### src/design/rtcMapPkg.sv
package rtcMapPkg;

	//////////////////////////////
	// RTC register addresses
	typedef logic [7:0] rtcAddr; // Multiplexed bus address

	// Time block, seconds up to hours
	localparam rtcAddr timeFirst = 8'h21;
	localparam rtcAddr timeLast  = 8'h26;

	// Date block, day up to year
	localparam rtcAddr dateFirst = 8'h41;
	localparam rtcAddr dateLast  = 8'h43;

	localparam rtcAddr timerAddr = 8'h00; // Timer status, visited on pending irq
	localparam rtcAddr cmdAddr   = 8'hF0; // Command transfer, closes a scan

	// Edit cursor rest position
	localparam rtcAddr cursorHome = 8'h21;

	//////////////////////////////
	// Bus timing
	localparam int initCycles = 16; // Power-up delay before the first access
	localparam int busCycles  = 4;  // Latch, two strobes, done

	// Counter widths for the bus port
	localparam int initCntWidth = $clog2(initCycles);
	localparam int phaseWidth   = $clog2(busCycles + 1);

endpackage

### src/design/menuPkg.sv
package menuPkg;

	//////////////////////////////
	// Front panel
	typedef struct packed
	{
		logic left;   // Cursor up
		logic right;  // Cursor down
		logic centre; // Home cursor, ask for a write scan
	} buttons;

	//////////////////////////////
	// Sequencer to bus port
	typedef struct packed
	{
		logic valid;              // One-cycle strobe
		logic write;              // 1 write, 0 read
		rtcMapPkg::rtcAddr addr;  // Target register
	} busReq;

	//////////////////////////////
	// RTC bus pins
	typedef struct packed
	{
		logic cs;                // Chip select
		logic ale;               // Address latch enable
		logic rd;                // Read strobe
		logic wr;                // Write strobe
		rtcMapPkg::rtcAddr ad;   // Address/data lines, address phase only
	} rtcPins;

	//////////////////////////////
	// Scan timing
	localparam int scanGap = 3; // Idle cycles between two scans

	// Gap counter, counts 0 to scanGap-1
	localparam int gapCntWidth = $clog2(scanGap);

endpackage

### src/design/rtcBusPort.sv
`timescale 1ns/1ns

module rtcBusPort
(
	input  logic CLK,
	input  logic RST,
	input  menuPkg::busReq req,
	output logic ready,
	output logic done,
	output menuPkg::rtcPins rtc
);

	logic [rtcMapPkg::initCntWidth-1:0] initCnt;
	logic initDone; // Power-up finished, accesses allowed
	logic [rtcMapPkg::phaseWidth-1:0] phase; // 0 idle, 1 latch, then strobes, last done
	rtcMapPkg::rtcAddr heldAddr;
	logic heldWrite;
	logic strobe;

	//////////////////////////////
	// Power-up delay, one ready pulse
	always_ff @(posedge CLK or posedge RST)
	begin
		if (RST)
		begin
			initCnt  <= '0;
			initDone <= 1'b0;
			ready    <= 1'b0;
		end
		else
		begin
			ready <= 1'b0; // Pulse only
			if (!initDone)
			begin
				initCnt <= initCnt + 1'b1;
				if (initCnt == rtcMapPkg::initCntWidth'(rtcMapPkg::initCycles - 1))
				begin
					initDone <= 1'b1;
					ready    <= 1'b1;
				end
			end
		end
	end

	//////////////////////////////
	// Access phase counter
	always_ff @(posedge CLK or posedge RST)
	begin
		if (RST)
			phase <= '0;
		else if (phase == '0)
		begin
			if (req.valid && initDone)
				phase <= 1'b1; // Address cycle next
		end
		else if (phase == rtcMapPkg::phaseWidth'(rtcMapPkg::busCycles))
			phase <= '0; // Done cycle ends the access
		else
			phase <= phase + 1'b1;
	end

	// Address and direction kept for the whole access
	always_ff @(posedge CLK)
	begin
		if (phase == '0 && req.valid)
		begin
			heldAddr  <= req.addr;
			heldWrite <= req.write;
		end
	end

	assign done   = (phase == rtcMapPkg::phaseWidth'(rtcMapPkg::busCycles));
	assign strobe = (phase > rtcMapPkg::phaseWidth'(1)) && !done;

	// Pin decode
	always_comb
	begin
		rtc     = '0;
		rtc.cs  = (phase != '0) && !done;
		rtc.ale = (phase == rtcMapPkg::phaseWidth'(1));
		rtc.rd  = strobe && !heldWrite;
		rtc.wr  = strobe && heldWrite;
		if (rtc.ale)
			rtc.ad = heldAddr; // Address shown on latch cycle only
	end

endmodule

### src/design/scanSequencer.sv
`timescale 1ns/1ns

module scanSequencer
(
	input  logic CLK,
	input  logic RST,
	input  logic scanStart,
	input  logic writeMode,
	input  logic timerPending,
	input  logic done,
	output menuPkg::busReq req,
	output logic scanDone
);

	rtcMapPkg::rtcAddr curAddr;  // Address of the access in flight
	rtcMapPkg::rtcAddr nextAddr; // Following address in scan order
	logic busy;   // Scan running
	logic issue;  // Request strobe
	logic wrScan; // Direction of the whole scan
	logic lastAddr;

	//////////////////////////////
	// Scan order
	always_comb
	begin
		case (curAddr)
			rtcMapPkg::timeLast:
				nextAddr = rtcMapPkg::dateFirst; // Time block done, go to date
			rtcMapPkg::dateLast:
			begin
				// Timer status only while an interrupt is pending
				if (timerPending)
					nextAddr = rtcMapPkg::timerAddr;
				else
					nextAddr = rtcMapPkg::cmdAddr;
			end
			rtcMapPkg::timerAddr:
				nextAddr = rtcMapPkg::cmdAddr;
			default:
				nextAddr = curAddr + 8'd1; // Step inside a block
		endcase
	end

	assign lastAddr = (curAddr == rtcMapPkg::cmdAddr);

	//////////////////////////////
	// Address state and request strobe
	always_ff @(posedge CLK or posedge RST)
	begin
		if (RST)
		begin
			busy    <= 1'b0;
			issue   <= 1'b0;
			wrScan  <= 1'b0;
			curAddr <= rtcMapPkg::timeFirst;
		end
		else
		begin
			issue <= 1'b0; // One-cycle request
			if (scanStart)
			begin
				busy    <= 1'b1;
				issue   <= 1'b1;
				curAddr <= rtcMapPkg::timeFirst; // Every scan opens on the time block
				wrScan  <= writeMode;            // Direction fixed for the scan
			end
			else if (busy && done)
			begin
				if (lastAddr)
					busy <= 1'b0; // Command address finished
				else
				begin
					issue   <= 1'b1;
					curAddr <= nextAddr;
				end
			end
		end
	end

	// Request to the bus port
	always_comb
	begin
		req.valid = issue;
		req.write = wrScan;
		req.addr  = curAddr;
	end

	// End of scan, same cycle as the last done
	assign scanDone = busy && done && lastAddr;

endmodule

### src/design/editCursor.sv
`timescale 1ns/1ns

module editCursor
(
	input  logic CLK,
	input  logic RST,
	input  menuPkg::buttons panel,
	output rtcMapPkg::rtcAddr cursor,
	output logic centrePress
);

	menuPkg::buttons prevBtn; // Levels one cycle back
	menuPkg::buttons edgeReg; // Registered rising edges
	rtcMapPkg::rtcAddr nextCursor;

	//////////////////////////////
	// Edge detect
	always_ff @(posedge CLK or posedge RST)
	begin
		if (RST)
		begin
			prevBtn <= '0;
			edgeReg <= '0;
		end
		else
		begin
			prevBtn <= panel;
			edgeReg <= panel & ~prevBtn;
		end
	end

	assign centrePress = edgeReg.centre;

	//////////////////////////////
	// Cursor move with wrap
	always_comb
	begin
		nextCursor = cursor;
		if (edgeReg.centre)
			nextCursor = rtcMapPkg::cursorHome; // Centre wins
		else if (edgeReg.left && !edgeReg.right)
		begin
			case (cursor) // Up
				rtcMapPkg::timeLast: nextCursor = rtcMapPkg::dateFirst;
				rtcMapPkg::dateLast: nextCursor = rtcMapPkg::timeFirst;
				default:             nextCursor = cursor + 8'd1;
			endcase
		end
		else if (edgeReg.right && !edgeReg.left)
		begin
			case (cursor) // Down
				rtcMapPkg::timeFirst: nextCursor = rtcMapPkg::dateLast;
				rtcMapPkg::dateFirst: nextCursor = rtcMapPkg::timeLast;
				default:              nextCursor = cursor - 8'd1;
			endcase
		end
	end

	always_ff @(posedge CLK or posedge RST)
	begin
		if (RST)
			cursor <= rtcMapPkg::cursorHome;
		else
			cursor <= nextCursor;
	end

endmodule

### src/design/menuControl.sv
`timescale 1ns/1ns

module menuControl
(
	input  logic CLK,
	input  logic RST,
	input  logic ready,
	input  logic scanDone,
	input  logic centrePress,
	input  logic rtcIrq,
	input  logic alarmBtn,
	output logic scanStart,
	output logic writeMode,
	output logic alarmStop
);

	typedef enum logic [1:0]
	{
		waitInit, // Bus port still powering up
		scanning, // Scan in progress
		gap       // Idle between scans
	} phaseT;

	phaseT phase;
	logic [menuPkg::gapCntWidth-1:0] gapCnt;
	logic centreFlag; // Centre press seen since last scan start

	//////////////////////////////
	// Phase machine
	always_ff @(posedge CLK or posedge RST)
	begin
		if (RST)
		begin
			phase      <= waitInit;
			gapCnt     <= '0;
			scanStart  <= 1'b0;
			writeMode  <= 1'b1; // First scan loads the RTC
			centreFlag <= 1'b0;
		end
		else
		begin
			scanStart <= 1'b0;
			if (centrePress)
				centreFlag <= 1'b1; // Sticky until next start
			case (phase)
				waitInit:
				begin
					if (ready)
					begin
						scanStart  <= 1'b1;
						writeMode  <= 1'b1;
						centreFlag <= 1'b0;
						phase      <= scanning;
					end
				end
				scanning:
				begin
					if (scanDone)
					begin
						writeMode <= 1'b0;
						gapCnt    <= '0;
						phase     <= gap;
					end
				end
				gap:
				begin
					gapCnt <= gapCnt + 1'b1;
					if (gapCnt == menuPkg::gapCntWidth'(menuPkg::scanGap - 1))
					begin
						// Next scan writes only after a centre press
						scanStart  <= 1'b1;
						writeMode  <= centreFlag || centrePress;
						centreFlag <= 1'b0;
						phase      <= scanning;
					end
				end
				default:
					phase <= waitInit;
			endcase
		end
	end

	//////////////////////////////
	// Alarm stop
	always_ff @(posedge CLK or posedge RST)
	begin
		if (RST)
			alarmStop <= 1'b0;
		else
			alarmStop <= rtcIrq && alarmBtn; // Irq and button both high
	end

endmodule

### src/design/rtcMenuTop.sv
`timescale 1ns/1ns

module rtcMenuTop
(
	input  logic CLK,
	input  logic RST,
	input  menuPkg::buttons panel,
	input  logic alarmBtn,
	input  logic rtcIrq,
	output menuPkg::rtcPins rtc,
	output rtcMapPkg::rtcAddr cursor,
	output logic writeMode,
	output logic alarmStop
);

	menuPkg::busReq req; // Sequencer to bus port
	logic ready;
	logic done;
	logic scanStart;
	logic scanDone;
	logic centrePress;

	// RTC bus timing
	rtcBusPort busPort0
	(
		.CLK   (CLK),
		.RST   (RST),
		.req   (req),
		.ready (ready),
		.done  (done),
		.rtc   (rtc)
	);

	// Register scan order
	scanSequencer seq0
	(
		.CLK          (CLK),
		.RST          (RST),
		.scanStart    (scanStart),
		.writeMode    (writeMode),
		.timerPending (rtcIrq), // Irq doubles as timer pending
		.done         (done),
		.req          (req),
		.scanDone     (scanDone)
	);

	editCursor cursor0
	(
		.CLK         (CLK),
		.RST         (RST),
		.panel       (panel),
		.cursor      (cursor),
		.centrePress (centrePress)
	);

	menuControl ctrl0
	(
		.CLK         (CLK),
		.RST         (RST),
		.ready       (ready),
		.scanDone    (scanDone),
		.centrePress (centrePress),
		.rtcIrq      (rtcIrq),
		.alarmBtn    (alarmBtn),
		.scanStart   (scanStart),
		.writeMode   (writeMode),
		.alarmStop   (alarmStop)
	);

endmodule

### config.mk
export PLATFORM = sky130hd
export DESIGN_NAME = rtcMenuTop
export DESIGN_NICKNAME = d
export VERILOG_FILES = /design/src/design/rtcMapPkg.sv /design/src/design/menuPkg.sv /design/src/design/rtcBusPort.sv /design/src/design/scanSequencer.sv /design/src/design/editCursor.sv /design/src/design/menuControl.sv /design/src/design/rtcMenuTop.sv
export SDC_FILE = /design/constraint.sdc
export NUM_CORES = 1
export LEC_CHECK = 0
export BUFFER_PORTS_ARGS = -buffer_cell sky130_fd_sc_hd__buf_4
export CAP_MARGIN = 20
export CORE_MARGIN = 5
export CORE_UTILIZATION = 53
export DETAILED_ROUTE_END_ITERATION = 10
export PLACE_DENSITY = 0.75
export SLEW_MARGIN = 5
export SYNTH_ARGS = -nofsm -noshare
export SYNTH_HDL_FRONTEND = slang
export SYNTH_HIERARCHICAL = 1
export SYNTH_SLANG_ARGS = --single-unit
export TNS_END_PERCENT = 10
### constraint.sdc
create_clock -name CLK -period 1.6 [get_ports CLK]
set_input_delay 0.32 -clock CLK [delete_from_list [all_inputs] [get_ports CLK]]
set_output_delay 0.32 -clock CLK [all_outputs]
set_load 0.01 [all_outputs]
==> out/results.ini, run 1 <==
[run_status]
status = finished, violations left
violations = setup timing

[die]
coreArea_um2 = 5540
die_h_um = 85.5
num_io_pins = 29
rows = 27
start_util_pct = 54.6
die-area_um2 = 7310
die-width_um = 85.5

[yosys]
synth_xor_area_share_pct = 3.19
synth-simple-area-share_pct = 25.0
synth.area.mux_share_pct = 2.11
ys_warn_count = 6
syn_area_per_cell_um2 = 10.2
synth_top_flop_cell = dfrtp_1
synth_compound_area_share_pct = 15.4
ys_async_sr_fraction_pct = 82.4
syn-num-nets = 316
synth_edf_count = 9
synth_seq_cells = 51
synthAdderAreaFrac_pct = 4.97
ys_seq_area_share_pct = 43.9
synth_top_family_by_area = simple AND/OR/NAND/NOR gates
synthCells = 297
syn_area_um2 = 3020
ys_types = 75

[worst_setup_path]
cp.required_ns = 1.28
crit_arrival_ns = 1.63
cp-end-kind = primary output
worst_setup_path_start_kind = flop
critical_path_class = reg2out
worstPathMaxFanout = 3

[drt]
ant_nets = 0
via_count = 2590
routed_via_density = 5.77
remaining_drc_errors = 0
drtIter0Drc = 154
dr.pass1.iters = 4
wire_per_inst_um = 16.7
wl_mm = 7.50

[clock_network]
cts_tree = yes
root_buffer = clkbuf_8
clock_sinks = 51
clkLatencyLatePin_ns = 0.31
htree_levels = 2
cts-buffers-inserted = 5
clk_pin_slew_worst_paths_ns = 0.09
cts_buffer_depth = 2

[hold_path]
hold_path.class = in2reg

[grt]
use_met3_pct = 3.07
grt_util_met2_pct = 32.1
grt_pass1_wl_mm = 11.9
grt_pass1_vias = 2462
antenna_found_initial = 0
overflow = 0
grt_max_degree = 17
grtUsageTotal_pct = 20.2
top_usage_layer = met2
gr-usage-met1_pct = 28.2

[finish]
final_common_cell = buf_4
final_area_um2 = 3980
finalNetCount = 395
final_cell_mix = buf_4 (77), dfrtp_1 (36), nand2_1 (19)
drive_above_1_share_pct = 42.4
areaGrowthSynthToFinish_pct = 31.6
antenna_cells = 0

[sta]
finalHoldViolations = 0
finalWorstSetupSlack_ns = -0.354
fin_crit_sh_pct = 122
max_freq_mhz = 512
rsz0062_at_grt = true
tightest_slew_ns = 0.586
maxSlewViolCount = 0
maxSlewHeadroom_pct = 60.9
setup_viol = 30
min_period_ns = 1.95
whs_ns = 0.118
finalClockSkew_ns = 0.00536

[job]
cap_viol_max_count = 0

[power]
ir_drop_uv = 721
p_leak_nw = 1.75
p_per_area_nw_per_um2 = 912

[place]
port_buffers = 28
placed_cell_area_um2 = 3690
place_hpwl_mm = 5.40
place.gp.congestion = 0.954

-- power breakdown --
part	leakage (nW)	total, mW	switching, mW	internal (mW)
Sequential	0.605	1.54	0.133	1.40
Clock	0.0418	0.751	0.445	0.306
Combinational	1.10	1.34	0.658	0.686
-- cell usage after synthesis, types with 2 or more instances --
library cell  count  share of area [%]
and3_1            3               0.62
nand4b_1          2               0.58
o211ai_1          2               0.50
mux2_2            3                1.1
buf_2             5               0.83
dfrtp_1          37                 31
nand4_1           3               0.62
nor2_2            3               0.62
a22oi_1           2               0.50
o21ai_0          11                1.8
a32o_1            2               0.66
xor2_1            5                1.4
nor4b_1           3               0.87
a211oi_1          3               0.74
buf_4             6                1.5
inv_1            19                2.4
clkbuf_1          2               0.25
nor3_2            2               0.66
or3_1             3               0.62
nor2b_2           2               0.58
a221o_1           2               0.66
nor2_1           18                2.2
a22o_1            3               0.87
and2_1            8                1.7
nand3_1          12                2.0
o31ai_1           2               0.50
ha_1             12                5.0
edfxtp_1          9                8.9
a41oi_1           2               0.58
nand2_1          20                2.5
xnor2_1           6                1.7
o21ai_1           2               0.33
and2_4            5                1.4
nor3b_1           2               0.50
nand2b_1          7                1.4
a31oi_1           7                1.4
dfstp_2           5                4.3
a21oi_1           9                1.5
nor2b_1           8                1.7
mux2i_1           3               0.99
a221oi_1          2               0.58
or2_2             2               0.41
-- area by class of cell --
| type | instances | area (µm²) |
|---|---|---|
| Tap cell | 72 | 90.1 |
| Multi-Input combinational cell | 213 | 1710 |
| Sequential cell | 51 | 1330 |
| Timing Repair Buffer | 86 | 687 |
| Clock inverter | 3 | 20.0 |
| Clock buffer | 5 | 68.8 |
| Fill cell | 420 | 1560 |
| Inverter | 19 | 71.3 |
-- worst paths after layout --
path	slack, ns	endpoint	depth (start not counted)	start
max	-0.35	rtc[9]	7	busPort0/phase[1]$_DFFE_PP0P_
min	0.12	cursor0/prevBtn[0]$_DFF_PP0_	1	panel[0]
max reg2reg	-0.23	seq0/curAddr[4]$_DFFE_PP0P_	8	busPort0/phase[1]$_DFFE_PP0P_
min reg2reg	0.40	cursor0/edgeReg[1]$_DFF_PP0_	1	cursor0/prevBtn[1]$_DFF_PP0_
max in group asynchronous	0.55	cursor0/cursor[1]$_DFFE_PP0P_	3	RST
min in group asynchronous	0.51	ctrl0/phase[0]$_DFFE_PP0P_	3	RST
-- registers in the layout (all words and copies together) (netlist names), 2 cells and up --
name               count
busPort0/initCnt       4
busPort0/phase         3
ctrl0/phase            2
seq0/curAddr           8
ctrl0/gapCnt           2
cursor0/cursor         8
busPort0/heldAddr      8
cursor0/prevBtn        3
cursor0/edgeReg        2
-- per-layer routing --
| metal | vias to the layer above | wire length (µm) | share of wire [%] |
|---|---|---|---|
| met2 | 89 | 3630 | 48 |
| met5 | - | 0 | 0 |
| met3 | 16 | 356 | 4.7 |
| met4 | 0 | 167 | 2.2 |
| met1 | 1259 | 3340 | 45 |
| li1 | 1226 | - | - |
-- logic make-up after synthesis --
group	count (synthesis)
XOR/XNOR	11
AO/OA/AOI/OAI	64
buffers and inverters	34
flip-flops	51
adder cells (fa/ha/maj)	12
multiplexers	6
AND/OR/NAND/NOR	119
-- worst max-delay path, cell delays in order, from the launching register on --
cell      delay [ns]
dfrtp_1         0.39
inv_2           0.07
ha_4            0.16
o21bai_4        0.16
mux2i_2         0.17
buf_4           0.15
nor2b_4         0.13
buf_6           0.10
-- stage by stage --
stage / util [%] / total power [mW] / instances / setup slack (ns) / TNS [ns]
after global routing: 71.8 / 3.83 / 449 / -0.436 / -7.81
after floorplan: - / 2.26 / 297 / -0.0445 / -0.168
after CTS: 69.7 / 3.58 / 446 / -0.362 / -4.19
after detailed placement: 66.6 / 2.82 / 434 / -0.116 / -1.51
after global placement: 66.6 / 2.81 / 434 / -0.0829 / -0.596
final: 71.8 / 3.63 / 449 / -0.354 / -5.20
-- repair_timing --
item / CTS / global route
hold endpoints to repair: 16 / 0
gates resized for setup: 15 / 27
hold buffers: 1 / 0
pin swaps: 7 / 5
gates cloned: 0 / 1
setup buffers: 3 / 2
endpoints found under the setup margin: 30 / 42
(Power assumes the default switching activity.)
==> inputs of run 2 (changes only) <==
--- a/config.mk
+++ b/config.mk
@@ -8,9 +8,10 @@
 export BUFFER_PORTS_ARGS = -buffer_cell sky130_fd_sc_hd__buf_4
 export CAP_MARGIN = 20
 export CORE_MARGIN = 5
-export CORE_UTILIZATION = 53
+export CORE_UTILIZATION = 45
+export CTS_BUF_LIST = sky130_fd_sc_hd__clkbuf_4 sky130_fd_sc_hd__clkbuf_8
 export DETAILED_ROUTE_END_ITERATION = 10
-export PLACE_DENSITY = 0.75
+export PLACE_DENSITY = 0.66
 export SLEW_MARGIN = 5
 export SYNTH_ARGS = -nofsm -noshare
 export SYNTH_HDL_FRONTEND = slang
==> run 2 against run 1 <==
The run still ends with setup timing left. Critical path depth did not move. Setup slack improved by 0.055 ns. Sequential cell count did not move. Sequential power barely moved. First-iteration DRC count fell by 32%. Maximum frequency rose by 2.9%. Global-route usage fell by 2.3 points. Clock skew rose by 0.0020 ns. Wire length fell by 4.1%. Clock-buffer cell count rose by 1. Critical endpoint unchanged. Largest power group unchanged.
==> out/results.ini, run 2 (synthesized netlist as in run 1, its figures left out) <==
[clock_network]
cts_buffer_depth = 2  ; unchanged
htree_levels = 2  ; unchanged
clock_sinks = 51  ; unchanged
root_buffer = clkbuf_8
clk_pin_slew_worst_paths_ns = 0.10  ; about the same
cts_tree = yes
clkLatencyLatePin_ns = 0.31  ; about the same
cts-buffers-inserted = 5  ; unchanged

[worst_setup_path]
cp.required_ns = 1.28  ; about the same
r2r_cells = 7  ; -1
worstPathMaxFanout = 2  ; -1
critical_path.startpoint = busPort0/phase[1]$_DFFE_PP0P_
crit_end = rtc[9]
worst_setup_path_start_kind = flop
crit-reg2reg-launch = seq0/curAddr[0]$_DFFE_PP1P_
crit_arrival_ns = 1.58  ; -0.05 ns
cp-end-kind = primary output
rrSetupSlack_ns = -0.22  ; about the same
critical_path_class = reg2out
timing.rr.end = seq0/curAddr[4]$_DFFE_PP0P_

[sta]
finalHoldViolations = 0  ; unchanged
rsz0062_at_grt = true
tns_ns = -4.27  ; +0.924 ns
whs_ns = 0.122  ; +0.00328 ns
setup_viol = 25  ; -17%
max_freq_mhz = 527  ; +2.9%
fin_crit_sh_pct = 119  ; -3.4 points
finalWorstSetupSlack_ns = -0.299  ; +0.0551 ns
maxSlewViolCount = 0  ; unchanged
finalClockSkew_ns = 0.00738  ; +0.00201 ns
maxSlewHeadroom_pct = 59.9  ; -1.0 points
tightest_slew_ns = 0.601  ; +0.0150 ns
min_period_ns = 1.90  ; -0.0551 ns

[power]
p_leak_nw = 1.75  ; +0.13%
p_per_area_nw_per_um2 = 986  ; +8.1%
ir_drop_uv = 577  ; -20%

[finish]
fin_cells = 452  ; +0.67%
fillers = 541  ; +29%
finalNetCount = 393  ; -0.51%
drive_above_1_share_pct = 40.3  ; -2.2 points
top_regs = busPort0/heldAddr: 8 flops, cursor0/cursor: 8 flops, seq0/curAddr: 8 flops
seqCellArea_um2 = 1330  ; about the same
antenna_cells = 0  ; unchanged
areaGrowthSynthToFinish_pct = 31.8
final_cell_mix = buf_4 (78), dfrtp_1 (35), nand2_1 (19)
multi_input_area_um2 = 1690  ; -1.1%
final_area_um2 = 3990  ; +0.16%
final_common_cell = buf_4

[place]
place.gp.congestion = 0.916  ; -3.9%
placed_cell_area_um2 = 3720  ; +0.78%
place_hpwl_mm = 5.45  ; +0.89%
port_buffers = 28  ; unchanged
dp_slack_ns = -0.134  ; -0.0182 ns
dp.cells = 442  ; +1.8%

[run_status]
status = finished, violations left
violations = setup timing

[job]
cap_viol_max_count = 0  ; unchanged

[die]
die-width_um = 92.0  ; +7.5%
die_h_um = 92.0  ; +7.5%
num_io_pins = 29  ; unchanged
rows = 29  ; +7.4%
start_util_pct = 46.8  ; -7.8 points
coreArea_um2 = 6460  ; +17%
die-area_um2 = 8460  ; +16%

[drt]
wire_per_inst_um = 15.9  ; -4.7%
dr.pass1.iters = 5  ; +1
via_count = 2518  ; -2.8%
routed_via_density = 5.57  ; -3.4%
ant_nets = 0  ; unchanged
remaining_drc_errors = 0  ; unchanged
drtIter0Drc = 105  ; -32%
wl_mm = 7.19  ; -4.1%

[grt]
grt_pass1_wl_mm = 12.2  ; +2.6%
antenna_found_initial = 0  ; unchanged
grtUsageTotal_pct = 17.8  ; -2.3 points
grt_pass1_vias = 2473  ; +0.45%
overflow = 0  ; unchanged
grt_max_degree = 17  ; unchanged

[hold_path]
hold_path.class = in2reg

run 2: stage by stage:
stage          util [%]  total power [mW]
2_1_floorplan         -              2.26
3_3_place_gp       57.5              2.84
3_5_place_dp       57.5              2.85
4_1_cts            60.8              3.88
5_1_grt            61.7              4.16
6_report           61.7              3.93
run 2: where the power goes:
group          leakage, nW  internal [mW]  switching (mW)
logic                 1.09          0.745           0.689
clock network       0.0618          0.515           0.453
registers            0.603           1.40           0.125
total                 1.75           2.66            1.27
run 2: worst min path at each step:
stage          startpoint                      endpoint  slack, ns  cells after the start
4_1_cts          panel[1]  cursor0/prevBtn[1]$_DFF_PP0_       0.11                      1
5_1_grt          panel[2]  cursor0/prevBtn[2]$_DFF_PP0_       0.10                      1
3_3_place_gp          RST    ctrl0/phase[0]$_DFFE_PP0P_       0.32                      2
3_5_place_dp          RST      busPort0/ready$_DFF_PP0_       0.32                      2
2_1_floorplan         RST     ctrl0/alarmStop$_DFF_PP0_       0.13                      1
6_report         panel[1]  cursor0/prevBtn[1]$_DFF_PP0_       0.12                      1
run 2: layout make-up:
type                       count  share of cell area, %
inverter                      19                   1.79
clock buffer                   6                   2.07
timing repair buffer          85                   16.9
multi-input combinational    212                   42.5
sequential                    51                   33.4
clock inverter                 2                  0.973
tap                           77                   2.42
run 2: repair_timing:
action,4_1_cts,5_1_grt
hold endpoints to repair,16,0
cloned,0,0
resized for setup,19,13
pin swaps,5,3
setup buffers,1,0
hold buffers,1,0
endpoints found under the setup margin,27,32
run 2: critical path, cell delays in order, from the launching register on:
cell and delay [ns]:
dfrtp_1 0.37, inv_2 0.05, buf_6 0.11, ha_4 0.15, o21bai_1 0.14, mux2i_1 0.15
nor2b_1 0.16, buf_4 0.13
run 2: routing by layer:
metal,GRT usage [%],vias up,wire length (µm)
met2,28.0,85,3420
met3,3.85,8,401
met4,3.47,0,57
met5,0,-,0
met1,25.6,1209,3310
li1,-,1216,-
==> inputs of run 3 (changes only) <==
==> constraint.sdc (replaced) <==
create_clock -name CLK -period 1.6 [get_ports CLK]
set_input_delay 0.24 -clock CLK [delete_from_list [all_inputs] [get_ports CLK]]
set_output_delay 0.24 -clock CLK [all_outputs]
set_load 0.01 [all_outputs]
==> run 3 against run 2 <==
The flow still finishes with violations (setup timing). Largest cell class unchanged. Highest routed layer unchanged. Sequential power about the same. Final area increased by 3.8%. Register-to-register slack improved by 0.05 ns.
==> out/results.ini, run 3 (synthesized netlist as in run 1, its figures left out) <==
[die]
start_util_pct = 46.8  ; unchanged
num_io_pins = 29  ; unchanged
die_h_um = 92.0  ; unchanged
die-width_um = 92.0  ; unchanged
rows = 29  ; unchanged
die-area_um2 = 8460  ; unchanged
coreArea_um2 = 6460  ; unchanged

[clock_network]
clk_pin_slew_worst_paths_ns = 0.10  ; about the same
cts_buffer_depth = 2  ; unchanged
cts-buffers-inserted = 5  ; unchanged
htree_levels = 2  ; unchanged
root_buffer = clkbuf_8
clkLatencyLatePin_ns = 0.31  ; about the same
cts_tree = yes
clock_sinks = 51  ; unchanged

[place]
place.gp.congestion = 0.871  ; -4.9%
dp.cells = 442  ; unchanged
port_buffers = 28  ; unchanged
place_hpwl_mm = 5.39  ; -1.1%

[power]
p_per_area_nw_per_um2 = 881  ; -11%
p_leak_nw = 1.79  ; +2.1%
ir_drop_uv = 500  ; -13%
power.total_mw = 3.64  ; -7.3%

[worst_setup_path]
cp.required_ns = 1.36  ; +0.08 ns
cp-end-kind = primary output
worst_setup_path_start_kind = flop
worstPathMaxFanout = 2  ; unchanged
critical_path_class = reg2out
crit_arrival_ns = 1.58  ; about the same

[sta]
rsz0062_at_grt = true
min_period_ns = 1.82  ; -0.0771 ns
maxSlewHeadroom_pct = 59.2  ; -0.66 points
finalClockSkew_ns = 0.00790  ; +0.000527 ns
maxSlewViolCount = 0  ; unchanged
finalHoldViolations = 0  ; unchanged
max_freq_mhz = 549  ; +4.2%
whs_ns = 0.0455  ; -0.0760 ns
finalWorstSetupSlack_ns = -0.222  ; +0.0771 ns
fin_crit_sh_pct = 114  ; -4.8 points
tightest_slew_ns = 0.611  ; +0.00992 ns
setup_viol = 28  ; +12%

[run_status]
violations = setup timing
status = finished, violations left

[finish]
fin_cells = 460  ; +1.8%
top_regs = busPort0/heldAddr: 8 flops, cursor0/cursor: 8 flops, seq0/curAddr: 8 flops
finalNetCount = 401  ; +2.0%
final_cell_mix = buf_4 (73), dfrtp_1 (33), nand2_1 (19)
antenna_cells = 0  ; unchanged
areaGrowthSynthToFinish_pct = 36.8
drive_above_1_share_pct = 45.2  ; +4.9 points
utilization_pct = 64.0  ; +2.3 points
final_common_cell = buf_4
fillers = 509  ; -5.9%

[grt]
grt_pass1_vias = 2439  ; -1.4%
grt_max_degree = 17  ; unchanged
overflow = 0  ; unchanged
grtUsageTotal_pct = 17.6  ; -0.28 points
antenna_found_initial = 0  ; unchanged
grt_pass1_wl_mm = 12.0  ; -1.2%

[drt]
drtIter0Drc = 167  ; +59%
ant_nets = 0  ; unchanged
remaining_drc_errors = 0  ; unchanged
via_count = 2560  ; +1.7%
wire_per_inst_um = 16.0  ; +0.27%
dr.pass1.iters = 4  ; -1
routed_via_density = 5.57  ; -0.10%
wl_mm = 7.34  ; +2.0%

[hold_path]
hold_path.class = in2reg

[job]
cap_viol_max_count = 0  ; unchanged

## run 3: critical path, cell delays in order, from the launching register on
cell      delay (ns)
dfrtp_1         0.38
inv_2           0.06
buf_6           0.12
ha_4            0.15
o21bai_4        0.17
mux2i_4         0.14
nor2b_4         0.16
buf_6           0.10
## run 3: what timing repair did
action / CTS / global route
pin swaps: 12 / 12
hold buffers: 1 / 0
resized for setup: 36 / 33
buffers inserted: 4 / 5
hold endpoints to repair: 25 / 0
setup endpoints to repair: 28 / 43
## run 3: worst paths after layout
kind | endpoint | slack (ns) | from | cells past startpoint
max in group asynchronous | cursor0/cursor[3]$_DFFE_PP0P_ | 0.59 | RST | 3
min in group asynchronous | ctrl0/phase[0]$_DFFE_PP0P_ | 0.44 | RST | 3
worst max-delay path | rtc[9] | -0.22 | busPort0/phase[1]$_DFFE_PP0P_ | 7
worst max register to register | cursor0/cursor[2]$_DFFE_PP0P_ | -0.17 | cursor0/cursor[0]$_DFFE_PP1P_ | 7
worst min register to register | cursor0/edgeReg[2]$_DFF_PP0_ | 0.39 | cursor0/prevBtn[2]$_DFF_PP0_ | 1
worst min-delay path | cursor0/prevBtn[2]$_DFF_PP0_ | 0.05 | panel[2] | 1
## run 3: final cells by class
class	instances	area (µm²)	area share, %
clock inverters	3	18.8	0.454
multi-input cells	212	1760	42.6
inverters	19	76.3	1.85
clock buffers	5	68.8	1.66
repair buffers	93	781	18.9
flip-flops and latches	51	1330	32.2
well taps	77	96.3	2.33
## run 3: through the flow
step	setup TNS [ns]	worst slack, ns	cell area [µm²]
final	-3.36	-0.222	4140
after global placement	-0.873	-0.111	3720
after floorplan	-0.168	-0.0445	3080
after detailed placement	-1.29	-0.171	3720
after global routing	-5.95	-0.309	4140
after CTS	-3.74	-0.219	3970
## run 3: metal layers
layer | vias to the layer above | routed length (µm) | global-route usage [%] | share of wire (%)
met4 | 0 | 74 | 4.21 | 1.0
met2 | 66 | 3540 | 28.3 | 48
li1 | 1240 | - | - | -
met5 | - | 0 | 0 | 0
met3 | 9 | 381 | 3.19 | 5.2
met1 | 1245 | 3350 | 24.6 | 46
## run 3: where the power goes
group	switching, mW	internal, mW
logic	0.620	0.694
registers	0.154	1.41
clock network	0.458	0.310
